## src/addr_map_pkg.sv

```systemverilog
// board address map codes, register offsets and reset values used by the hub decode
`default_nettype none

package addr_map_pkg;

    // space code sits in addr[15:12]
    typedef logic [3:0] space_t;

    // ------------------------------------------------------------------
    // address spaces
    // ------------------------------------------------------------------
    localparam space_t ADDR_MAIN = 4'd0;  // main board registers
    localparam space_t ADDR_HUB  = 4'd2;  // hub quadlet memory
    localparam space_t ADDR_PROM = 4'd3;  // prom space, served externally
    localparam space_t ADDR_ETH  = 4'd4;  // ethernet space, served externally
    localparam space_t ADDR_FW   = 4'd5;  // firewire space, served externally

    // ------------------------------------------------------------------
    // main-space offsets and reset values
    // ------------------------------------------------------------------
    localparam logic [3:0] REG_IPADDR = 4'd11;  // ip address register offset

    // all ones means no address assigned yet
    localparam logic [31:0] IP_RESET = 32'hffff_ffff;

endpackage

`default_nettype wire

```

## src/bus_pkg.sv

```systemverilog
// shared widths and write-bus structs of the board register bus, imported by every hub block
`default_nettype none

package bus_pkg;

    // ------------------------------------------------------------------
    // widths that carry a meaning on the board bus
    // ------------------------------------------------------------------
    typedef logic [15:0] reg_addr_t;     // board register address
    typedef logic [31:0] reg_data_t;     // one quadlet
    typedef logic [7:0]  bw_addr_t;      // block writer only reaches the low 256 registers
    typedef logic [3:0]  rt_addr_t;      // real-time write slot
    typedef logic [5:0]  sample_addr_t;  // index into the sample buffer
    typedef logic [3:0]  chan_t;         // sampling channel number

    // ------------------------------------------------------------------
    // write bus as seen by all register consumers
    // ------------------------------------------------------------------
    typedef struct packed {
        logic      reg_wen;     // quadlet write strobe
        logic      blk_wen;     // block write strobe
        logic      blk_wstart;  // first word of a block write
        reg_addr_t waddr;       // full write address
        reg_data_t wdata;       // write data
    } write_bus_t;              // 51 bits

    // block writer drives the same fields with a short address
    typedef struct packed {
        logic      reg_wen;
        logic      blk_wen;
        logic      blk_wstart;
        bw_addr_t  waddr;       // zero-extended by the arbiter
        reg_data_t wdata;
    } bw_write_t;               // 43 bits

    // real-time write port, separate from the register bus
    typedef struct packed {
        logic      wen;         // real-time write strobe
        rt_addr_t  waddr;       // slot number
        reg_data_t wdata;       // slot data
    } rt_write_t;               // 37 bits

endpackage

`default_nettype wire

```

## src/board_bus_top.sv

```systemverilog
// board-bus hub top, joining the write arbiter, read arbiter and local registers
`default_nettype none

module board_bus_top #(
    parameter int HUB_ADDR_BITS = 4                      // hub memory of 16 quadlets
) (
    input  logic                  sysclk,                // board clock
    input  logic                  reset,                 // sync, active high

    // ------------------------------------------------------------------
    // write bus sources
    // ------------------------------------------------------------------
    input  bus_pkg::write_bus_t   fw_write,              // firewire write bus
    input  bus_pkg::write_bus_t   eth_write,             // ethernet write bus
    input  bus_pkg::bw_write_t    bw_write,              // block writer bus
    input  logic                  eth_write_en,          // ethernet requests the bus
    input  logic                  bw_write_en,           // block writer requests the bus

    // real-time write sources
    input  bus_pkg::rt_write_t    fw_rt,                 // firewire real-time write
    input  bus_pkg::rt_write_t    eth_rt,                // ethernet real-time write

    // ------------------------------------------------------------------
    // read address sources
    // ------------------------------------------------------------------
    input  bus_pkg::reg_addr_t    fw_raddr,              // firewire read address
    input  bus_pkg::reg_addr_t    eth_raddr,             // ethernet read address
    input  logic                  eth_read_en,           // ethernet drives reg_raddr

    // data sampler
    input  logic                  sample_busy,           // sampling in progress
    input  bus_pkg::chan_t        sample_chan,           // channel being sampled
    input  logic                  fw_sample_start,       // firewire start pulse
    input  logic                  eth_sample_start,      // ethernet start pulse
    input  logic                  eth_sample_read,       // ethernet reads sample buffer
    input  bus_pkg::sample_addr_t fw_sample_raddr,       // firewire buffer address
    input  bus_pkg::sample_addr_t eth_sample_raddr,      // ethernet buffer address

    // data from the rest of the board
    input  bus_pkg::reg_data_t    reg_rdata_ext,

    // ------------------------------------------------------------------
    // hub outputs
    // ------------------------------------------------------------------
    output bus_pkg::write_bus_t   write_bus,             // selected write bus
    output bus_pkg::rt_write_t    rt_write,              // selected real-time write
    output bus_pkg::reg_addr_t    reg_raddr,             // selected read address
    output bus_pkg::reg_data_t    reg_rdata,             // routed read data
    output logic                  sample_start,          // gated start to the sampler
    output bus_pkg::sample_addr_t sample_raddr,          // selected buffer address
    output bus_pkg::reg_data_t    ip_address             // board ip address
);

    // ------------------------------------------------------------------
    // write side arbitration
    // ------------------------------------------------------------------
    write_bus_arbiter u_write_arb (
        .fw_write     (fw_write),
        .eth_write    (eth_write),
        .bw_write     (bw_write),
        .eth_write_en (eth_write_en),
        .bw_write_en  (bw_write_en),
        .fw_rt        (fw_rt),
        .eth_rt       (eth_rt),
        .write_bus    (write_bus),       // also feeds local_regs
        .rt_write     (rt_write)
    );

    // ------------------------------------------------------------------
    // read side arbitration
    // ------------------------------------------------------------------
    read_bus_arbiter u_read_arb (
        .fw_raddr         (fw_raddr),
        .eth_raddr        (eth_raddr),
        .eth_read_en      (eth_read_en),
        .sample_busy      (sample_busy),
        .sample_chan      (sample_chan),
        .fw_sample_start  (fw_sample_start),
        .eth_sample_start (eth_sample_start),
        .eth_sample_read  (eth_sample_read),
        .fw_sample_raddr  (fw_sample_raddr),
        .eth_sample_raddr (eth_sample_raddr),
        .reg_raddr        (reg_raddr),   // also feeds local_regs
        .sample_raddr     (sample_raddr),
        .sample_start     (sample_start)
    );

    // ------------------------------------------------------------------
    // hub memory, ip register and read mux
    // ------------------------------------------------------------------
    local_regs #(
        .HUB_ADDR_BITS (HUB_ADDR_BITS)
    ) u_local_regs (
        .sysclk        (sysclk),
        .reset         (reset),
        .write_bus     (write_bus),
        .reg_raddr     (reg_raddr),
        .reg_rdata_ext (reg_rdata_ext),
        .reg_rdata     (reg_rdata),
        .ip_address    (ip_address)
    );

endmodule

`default_nettype wire

```

## src/local_regs.sv

```systemverilog
// hub quadlet memory, ip address register and read-data routing by address space
`default_nettype none

module local_regs #(
    parameter int HUB_ADDR_BITS = 4               // log2 of hub memory depth
) (
    input  logic                sysclk,           // board clock
    input  logic                reset,            // sync, active high

    // write and read buses
    input  bus_pkg::write_bus_t write_bus,        // arbitrated write bus
    input  bus_pkg::reg_addr_t  reg_raddr,        // arbitrated read address
    input  bus_pkg::reg_data_t  reg_rdata_ext,    // data from the remaining board registers

    // outputs
    output bus_pkg::reg_data_t  reg_rdata,        // routed read data
    output bus_pkg::reg_data_t  ip_address        // current ip address
);

    import bus_pkg::*;
    import addr_map_pkg::*;

    localparam int HUB_WORDS = 2 ** HUB_ADDR_BITS;  // quadlets in the hub memory
    localparam reg_addr_t IP_FULL_ADDR = {ADDR_MAIN, 8'h0, REG_IPADDR};  // complete ip address

    reg_data_t hub_mem [HUB_WORDS];           // hub quadlet storage
    reg_data_t ip_reg;                        // ip address storage

    space_t                   wspace;         // space of the write address
    space_t                   rspace;         // space of the read address
    logic [HUB_ADDR_BITS-1:0] hub_waddr;      // word index for writes
    logic [HUB_ADDR_BITS-1:0] hub_raddr;      // word index for reads
    logic                     hub_wen;        // write hits hub space
    logic                     ip_wen;         // write hits the ip register
    logic                     ip_rsel;        // read hits the ip register

    // ------------------------------------------------------------------
    // address decode
    // ------------------------------------------------------------------
    assign wspace       = write_bus.waddr[15:12];
    assign rspace       = reg_raddr[15:12];
    assign hub_waddr    = write_bus.waddr[HUB_ADDR_BITS-1:0];
    assign hub_raddr    = reg_raddr[HUB_ADDR_BITS-1:0];

    assign hub_wen = write_bus.reg_wen && (wspace == ADDR_HUB);        // any word in hub space
    assign ip_wen  = write_bus.reg_wen && (write_bus.waddr == IP_FULL_ADDR);  // exact match
    assign ip_rsel = (reg_raddr[11:0] == IP_FULL_ADDR[11:0]);          // offset within main

    // ------------------------------------------------------------------
    // hub memory
    // ------------------------------------------------------------------
    // upper address bits inside hub space alias onto the same words
    always_ff @(posedge sysclk) begin
        if (reset) begin
            for (int i = 0; i < HUB_WORDS; i++) begin
                hub_mem[i] <= '0;                  // all words start cleared
            end
        end else if (hub_wen) begin
            hub_mem[hub_waddr] <= write_bus.wdata;
        end
    end

    // ------------------------------------------------------------------
    // ip address register
    // ------------------------------------------------------------------
    always_ff @(posedge sysclk) begin
        if (reset) begin
            ip_reg <= IP_RESET;                    // unassigned after reset
        end else if (ip_wen) begin
            ip_reg <= write_bus.wdata;
        end
    end

    assign ip_address = ip_reg;

    // ------------------------------------------------------------------
    // read data routing
    // ------------------------------------------------------------------
    // prom, ethernet and firewire spaces are served off-hub
    always_comb begin
        unique case (rspace)
            ADDR_HUB: begin
                reg_rdata = hub_mem[hub_raddr];    // local hub word
            end
            ADDR_MAIN: begin
                reg_rdata = ip_rsel ? ip_reg : reg_rdata_ext;  // only the ip offset is local
            end
            default: begin
                reg_rdata = reg_rdata_ext;         // every other space
            end
        endcase
    end

endmodule

`default_nettype wire

```

## src/read_bus_arbiter.sv

```systemverilog
// picks the register read address and sample-buffer address, and gates sampling start
`default_nettype none

module read_bus_arbiter (
    // register read address sources
    input  bus_pkg::reg_addr_t    fw_raddr,         // firewire read address
    input  bus_pkg::reg_addr_t    eth_raddr,        // ethernet read address
    input  logic                  eth_read_en,      // ethernet owns the read address

    // data sampler
    input  logic                  sample_busy,      // sampler owns the read address
    input  bus_pkg::chan_t        sample_chan,      // channel being sampled
    input  logic                  fw_sample_start,  // start pulse from firewire
    input  logic                  eth_sample_start, // start pulse from ethernet

    // sample buffer read address sources
    input  logic                  eth_sample_read,  // ethernet reads the sample buffer
    input  bus_pkg::sample_addr_t fw_sample_raddr,  // firewire buffer address
    input  bus_pkg::sample_addr_t eth_sample_raddr, // ethernet buffer address

    // selected values
    output bus_pkg::reg_addr_t    reg_raddr,        // shared register read address
    output bus_pkg::sample_addr_t sample_raddr,     // shared buffer read address
    output logic                  sample_start      // start pulse to the sampler
);

    import bus_pkg::*;
    import addr_map_pkg::*;

    reg_addr_t sample_status_addr;  // channel status register the sampler reads
    logic      start_req;           // either host asks to sample

    // ------------------------------------------------------------------
    // sampler address
    // ------------------------------------------------------------------
    // main space, channel number in bits 7:4
    assign sample_status_addr = {ADDR_MAIN, 4'd0, sample_chan, 4'd0};

    // ------------------------------------------------------------------
    // read address priority
    // ------------------------------------------------------------------
    always_comb begin
        if (sample_busy) begin
            reg_raddr = sample_status_addr;  // sampler holds the bus while busy
        end else if (eth_read_en) begin
            reg_raddr = eth_raddr;
        end else begin
            reg_raddr = fw_raddr;            // idle default
        end
    end

    // ------------------------------------------------------------------
    // sample buffer access
    // ------------------------------------------------------------------
    assign sample_raddr = eth_sample_read ? eth_sample_raddr : fw_sample_raddr;

    // hosts are not expected to sample at the same time, so a plain OR is enough
    assign start_req    = fw_sample_start | eth_sample_start;
    assign sample_start = start_req & ~sample_busy;  // no restart mid-sample

endmodule

`default_nettype wire

```

## src/write_bus_arbiter.sv

```systemverilog
// picks the source of the board write bus and of the real-time write port
`default_nettype none

module write_bus_arbiter (
    // write bus sources
    input  bus_pkg::write_bus_t fw_write,     // firewire host path
    input  bus_pkg::write_bus_t eth_write,    // ethernet host path
    input  bus_pkg::bw_write_t  bw_write,     // real-time block writer
    input  logic                eth_write_en, // ethernet owns the write bus
    input  logic                bw_write_en,  // block writer owns the write bus

    // real-time write sources
    input  bus_pkg::rt_write_t  fw_rt,        // firewire real-time write
    input  bus_pkg::rt_write_t  eth_rt,       // ethernet real-time write

    // selected buses
    output bus_pkg::write_bus_t write_bus,    // to all register consumers
    output bus_pkg::rt_write_t  rt_write      // to the real-time write target
);

    import bus_pkg::*;

    write_bus_t bw_wide;  // block writer lifted to the full bus format

    // ------------------------------------------------------------------
    // block writer address widening
    // ------------------------------------------------------------------
    always_comb begin
        bw_wide.reg_wen    = bw_write.reg_wen;
        bw_wide.blk_wen    = bw_write.blk_wen;
        bw_wide.blk_wstart = bw_write.blk_wstart;
        bw_wide.waddr      = reg_addr_t'(bw_write.waddr);  // upper byte zero
        bw_wide.wdata      = bw_write.wdata;
    end

    // ------------------------------------------------------------------
    // write bus priority
    // ------------------------------------------------------------------
    // whole structs move together so strobes never pair with foreign data
    always_comb begin
        if (bw_write_en) begin
            write_bus = bw_wide;        // real-time block write first
        end else if (eth_write_en) begin
            write_bus = eth_write;      // then ethernet
        end else begin
            write_bus = fw_write;       // firewire by default
        end
    end

    // ------------------------------------------------------------------
    // real-time write priority
    // ------------------------------------------------------------------
    // an active ethernet strobe claims the port, otherwise firewire drives it
    always_comb begin
        if (eth_rt.wen) begin
            rt_write = eth_rt;
        end else begin
            rt_write = fw_rt;
        end
    end

endmodule

`default_nettype wire

```

## config.mk

```make
export PLATFORM = sky130hd
export DESIGN_NAME = board_bus_top
export DESIGN_NICKNAME = d
export VERILOG_FILES = /design/src/addr_map_pkg.sv /design/src/bus_pkg.sv /design/src/board_bus_top.sv /design/src/local_regs.sv /design/src/read_bus_arbiter.sv /design/src/write_bus_arbiter.sv
export SDC_FILE = /design/constraint.sdc
export NUM_CORES = 1
export LEC_CHECK = 0
export BUFFER_PORTS_ARGS = -buffer_cell sky130_fd_sc_hd__buf_4
export CAP_MARGIN = 20
export CORE_MARGIN = 3
export CORE_UTILIZATION = 57
export CTS_CLUSTER_SIZE = 16
export DETAILED_ROUTE_END_ITERATION = 8
export PLACE_DENSITY = 0.81
export RECOVER_POWER = 25
export SLEW_MARGIN = 10
export SYNTH_ARGS = -nofsm -noshare
export SYNTH_HDL_FRONTEND = slang
export SYNTH_SLANG_ARGS = --single-unit
```

## constraint.sdc

```tcl
create_clock -name sysclk -period 3.9 [get_ports sysclk]
set_clock_uncertainty 0.2 [all_clocks]
set_input_delay 0.195 -clock sysclk [delete_from_list [all_inputs] [get_ports sysclk]]
set_output_delay 0.195 -clock sysclk [all_outputs]
set_load 0.1 [all_outputs]
```

==> results.yml <==
yosys:
  ys_top_cells_by_area: "edfxtp_1, nor2_1, a211oi_1, and3_1, mux2_2"
  yosysSeqAreaShare_pct: 58.3
  yosys.area.top_type: "edfxtp_1"
  ys_warn_count: 0
  syn_area_per_cell_um2: 11.0
  netlist_area_um2: 27500
  netlist.area_leader.share_pct: 55.9
  syn_nets: 2813
  synth_edf_count: 512
  synthFlopType: "edfxtp_1"
  synth_cell_types: 53
  synthArstFlopShare_pct: 0
  netlist_instances: 2505
  ys_ff_latch: 544
sta:
  min_period_over_period_pct: 94.7
  finalMaxSlewViolations: 38
  fmax_mhz: 271
  relSlewSlack_pct: -26.9
  fin_crit_ns: 3.69
  hold_viol: 0
  setup_viol: 0
  worstMarginPinSlew_ns: 1.90
  rsz0062_at_grt: "no"
  setup-tns-final_ns: 0
  setup_ws_ns: 0.208
layout:
  area_growth_syn_to_layout_pct: 24.1
  n_fill_cell: 3381
  seqCellArea_um2: 16000
  layout.cells.non_filler: 3620
  final_net_count: 3270
  post-route-util_pct: 72.5
  drive_gt1_share_pct: 28.7
  multiInputGateArea_um2: 10400
die:
  die-area_um2: 50900
  std_cell_rows: 79
  start_util_pct: 58.4
  die_y_um: 226
  ios: 483
  core_region_area_um2: 47100
  fp.dieW_um: 226
critical_path:
  worstRegToRegCells: 2
  crit_arrival_ns: 3.30
  cp_max_fo: 46
  path_class: "input pin to primary output"
  end_kind: "primary output"
  crit_required_ns: 3.50
  start_kind: "input pin"
clocking:
  post_cts_resized: 0
  post_cts_buffers: 0
  clkLatencyLatePin_ns: 0.62
  cts_buffers: 55
  htree_levels: 2
  cts_tree: "yes"
  path_clk_slew_ns: 0.06
  cts_root_buffer: "clkbuf_16"
  cts_max_path_buffers: 3
  clock-sinks: 544
detailed_routing:
  wirelength_um: 99900
  wl_per_cell_um: 27.6
  drt_iter0_drc: 3595
  dr.pass1.iters: 9
  drc: 0
  num_vias: 23900
  vias_per_cell: 6.59
  drt.antenna.violating_nets: 0
grt:
  grt_pass1_wl_um: 147000
  grt_max_degree: 87
  grt_antenna_before_repair: 4
  grt_remaining_overflow: 0
  grt_pass1_vias: 23400
  grt_usage_pct: 38.7
outcome:
  violations: "max-capacitance violations, max-slew violations"
  status: "complete, but fails checks"
run:
  cap_violations: 1
placed_design:
  placed_cells: 3479
  dp_slack_ns: 0.382
  dp_hpwl_um: 66400
  io_buffers: 482
  gp_congestion: 1.00
min_path:
  min_path_type: "input pin to flop"
  holdPathStages: 4
power:
  powerDensity_nw_per_um2: 429
  peakVddDrop_mv: 0.389
  power.leakage_nw: 13.6
  total_power_mw: 14.6
==> stage by stage <==
step	area, µm²	hold WS, ns
after floorplan	27600	0.330
after global placement	32300	0.276
after detailed placement	32300	0.282
after CTS	34400	0.0140
after global routing	34100	0.0680
final	34100	0.0389
==> path summary, 6_finish.rpt <==
kind	startpoint	to	slack (ns)
worst min register to register	u_local_regs.ip_address[18]	u_local_regs.ip_address[18]	0.29
worst max register to register	u_local_regs.ip_address[28]	u_local_regs.ip_address[28]	2.96
worst min-delay path	eth_write[18]	u_local_regs.hub_mem[10][18]	0.04
worst max-delay path	sample_busy	reg_rdata[29]	0.21
==> worst max-delay path, cell delays in order <==
cell,delay (ns)
buf_4,0.20
inv_4,0.21
buf_4,0.48
buf_4,0.43
and3_1,0.24
a211oi_1,0.07
nor4_1,0.76
buf_4,0.25
a2111o_1,0.13
buf_4,0.30
==> power breakdown <==
part,internal [mW],total (mW),switching [mW]
Clock,2.85,5.13,2.27
Combinational,0.760,2.78,2.02
Sequential,6.65,6.73,0.0804
Total,10.3,14.6,4.37
==> kinds of logic after synthesis <==
kind of cell,Yosys count,synth area share [%]
flip-flops,544,58.3
AO/OA/AOI/OAI,431,12.0
multiplexers,152,5.95
AND/OR/NAND/NOR,1049,18.6
buffers and inverters,329,5.15
==> cell usage after synthesis (3+ instances only) <==
master and count:
mux2i_1 64, and3_1 186, a311o_1 56, buf_2 26, edfxtp_1 512, nor4_1 52
and3b_1 3, nand2b_1 17, nand2_1 176, nand4b_1 9, mux2_2 87, nand3_1 9
buf_6 13, a21oi_1 59, or4_1 8, a41oi_1 32, o2111ai_1 16, buf_4 13
o21ai_0 43, clkbuf_1 199, nor2_1 466, dfxtp_1 32, nor2_2 92, buf_1 7
a211oi_1 168, a311oi_1 8, a211o_1 17, a2111o_1 24, nand3_4 7, nor3_1 5
inv_1 69
==> layer usage <==
metal / routed length, µm / global-route usage [%]
met1: 33700 / 47.9
met3: 11700 / 8.29
met2: 47500 / 62.1
met5: 0 / 0
met4: 7030 / 24.8
==> registers in the layout, indices dropped and copies added (netlist names) <==
name	count
u_local_regs.hub_mem	512
u_local_regs.ip_address	32
==> layout make-up <==
cell class / count / area share (%)
Timing Repair Buffer: 658 / 14.5
Clock buffer: 77 / 4.31
Multi-Input combinational cell: 1632 / 30.4
Antenna cell: 4 / 0.0293
Sequential cell: 544 / 46.9
Tap cell: 607 / 2.23
Inverter: 71 / 0.789
Clock inverter: 27 / 0.774
==> placed cells by master (no fill, tap or decap), types with 8 or more instances in the layout <==
cell type,count
edfxtp_1,512
a2111o_1,24
or4_1,8
nand2_1,175
mux2i_1,32
o2111ai_2,8
a211o_1,17
o21ai_0,36
buf_4,527
mux2_1,25
dlygate4sd3_1,33
o2111ai_1,8
nand4b_1,9
nor4_1,52
nor2_2,91
a311oi_1,8
clkbuf_16,55
a41oi_1,32
inv_1,69
dfxtp_1,32
and3_1,186
nand2b_2,8
nand3_1,9
mux2i_2,32
clkinv_1,8
nand2b_1,9
a311o_1,56
a21oi_1,56
buf_12,17
clkbuf_2,12
nor2_1,467
a211oi_1,168
clkbuf_1,90
mux2_2,61
==> timing repair <==
action,4_1_cts,5_1_grt
hold buffers,33,0
endpoints found under the hold margin,360,0
endpoints found under the setup margin,0,0
Note: power is estimated with default switching activity, not from simulation.
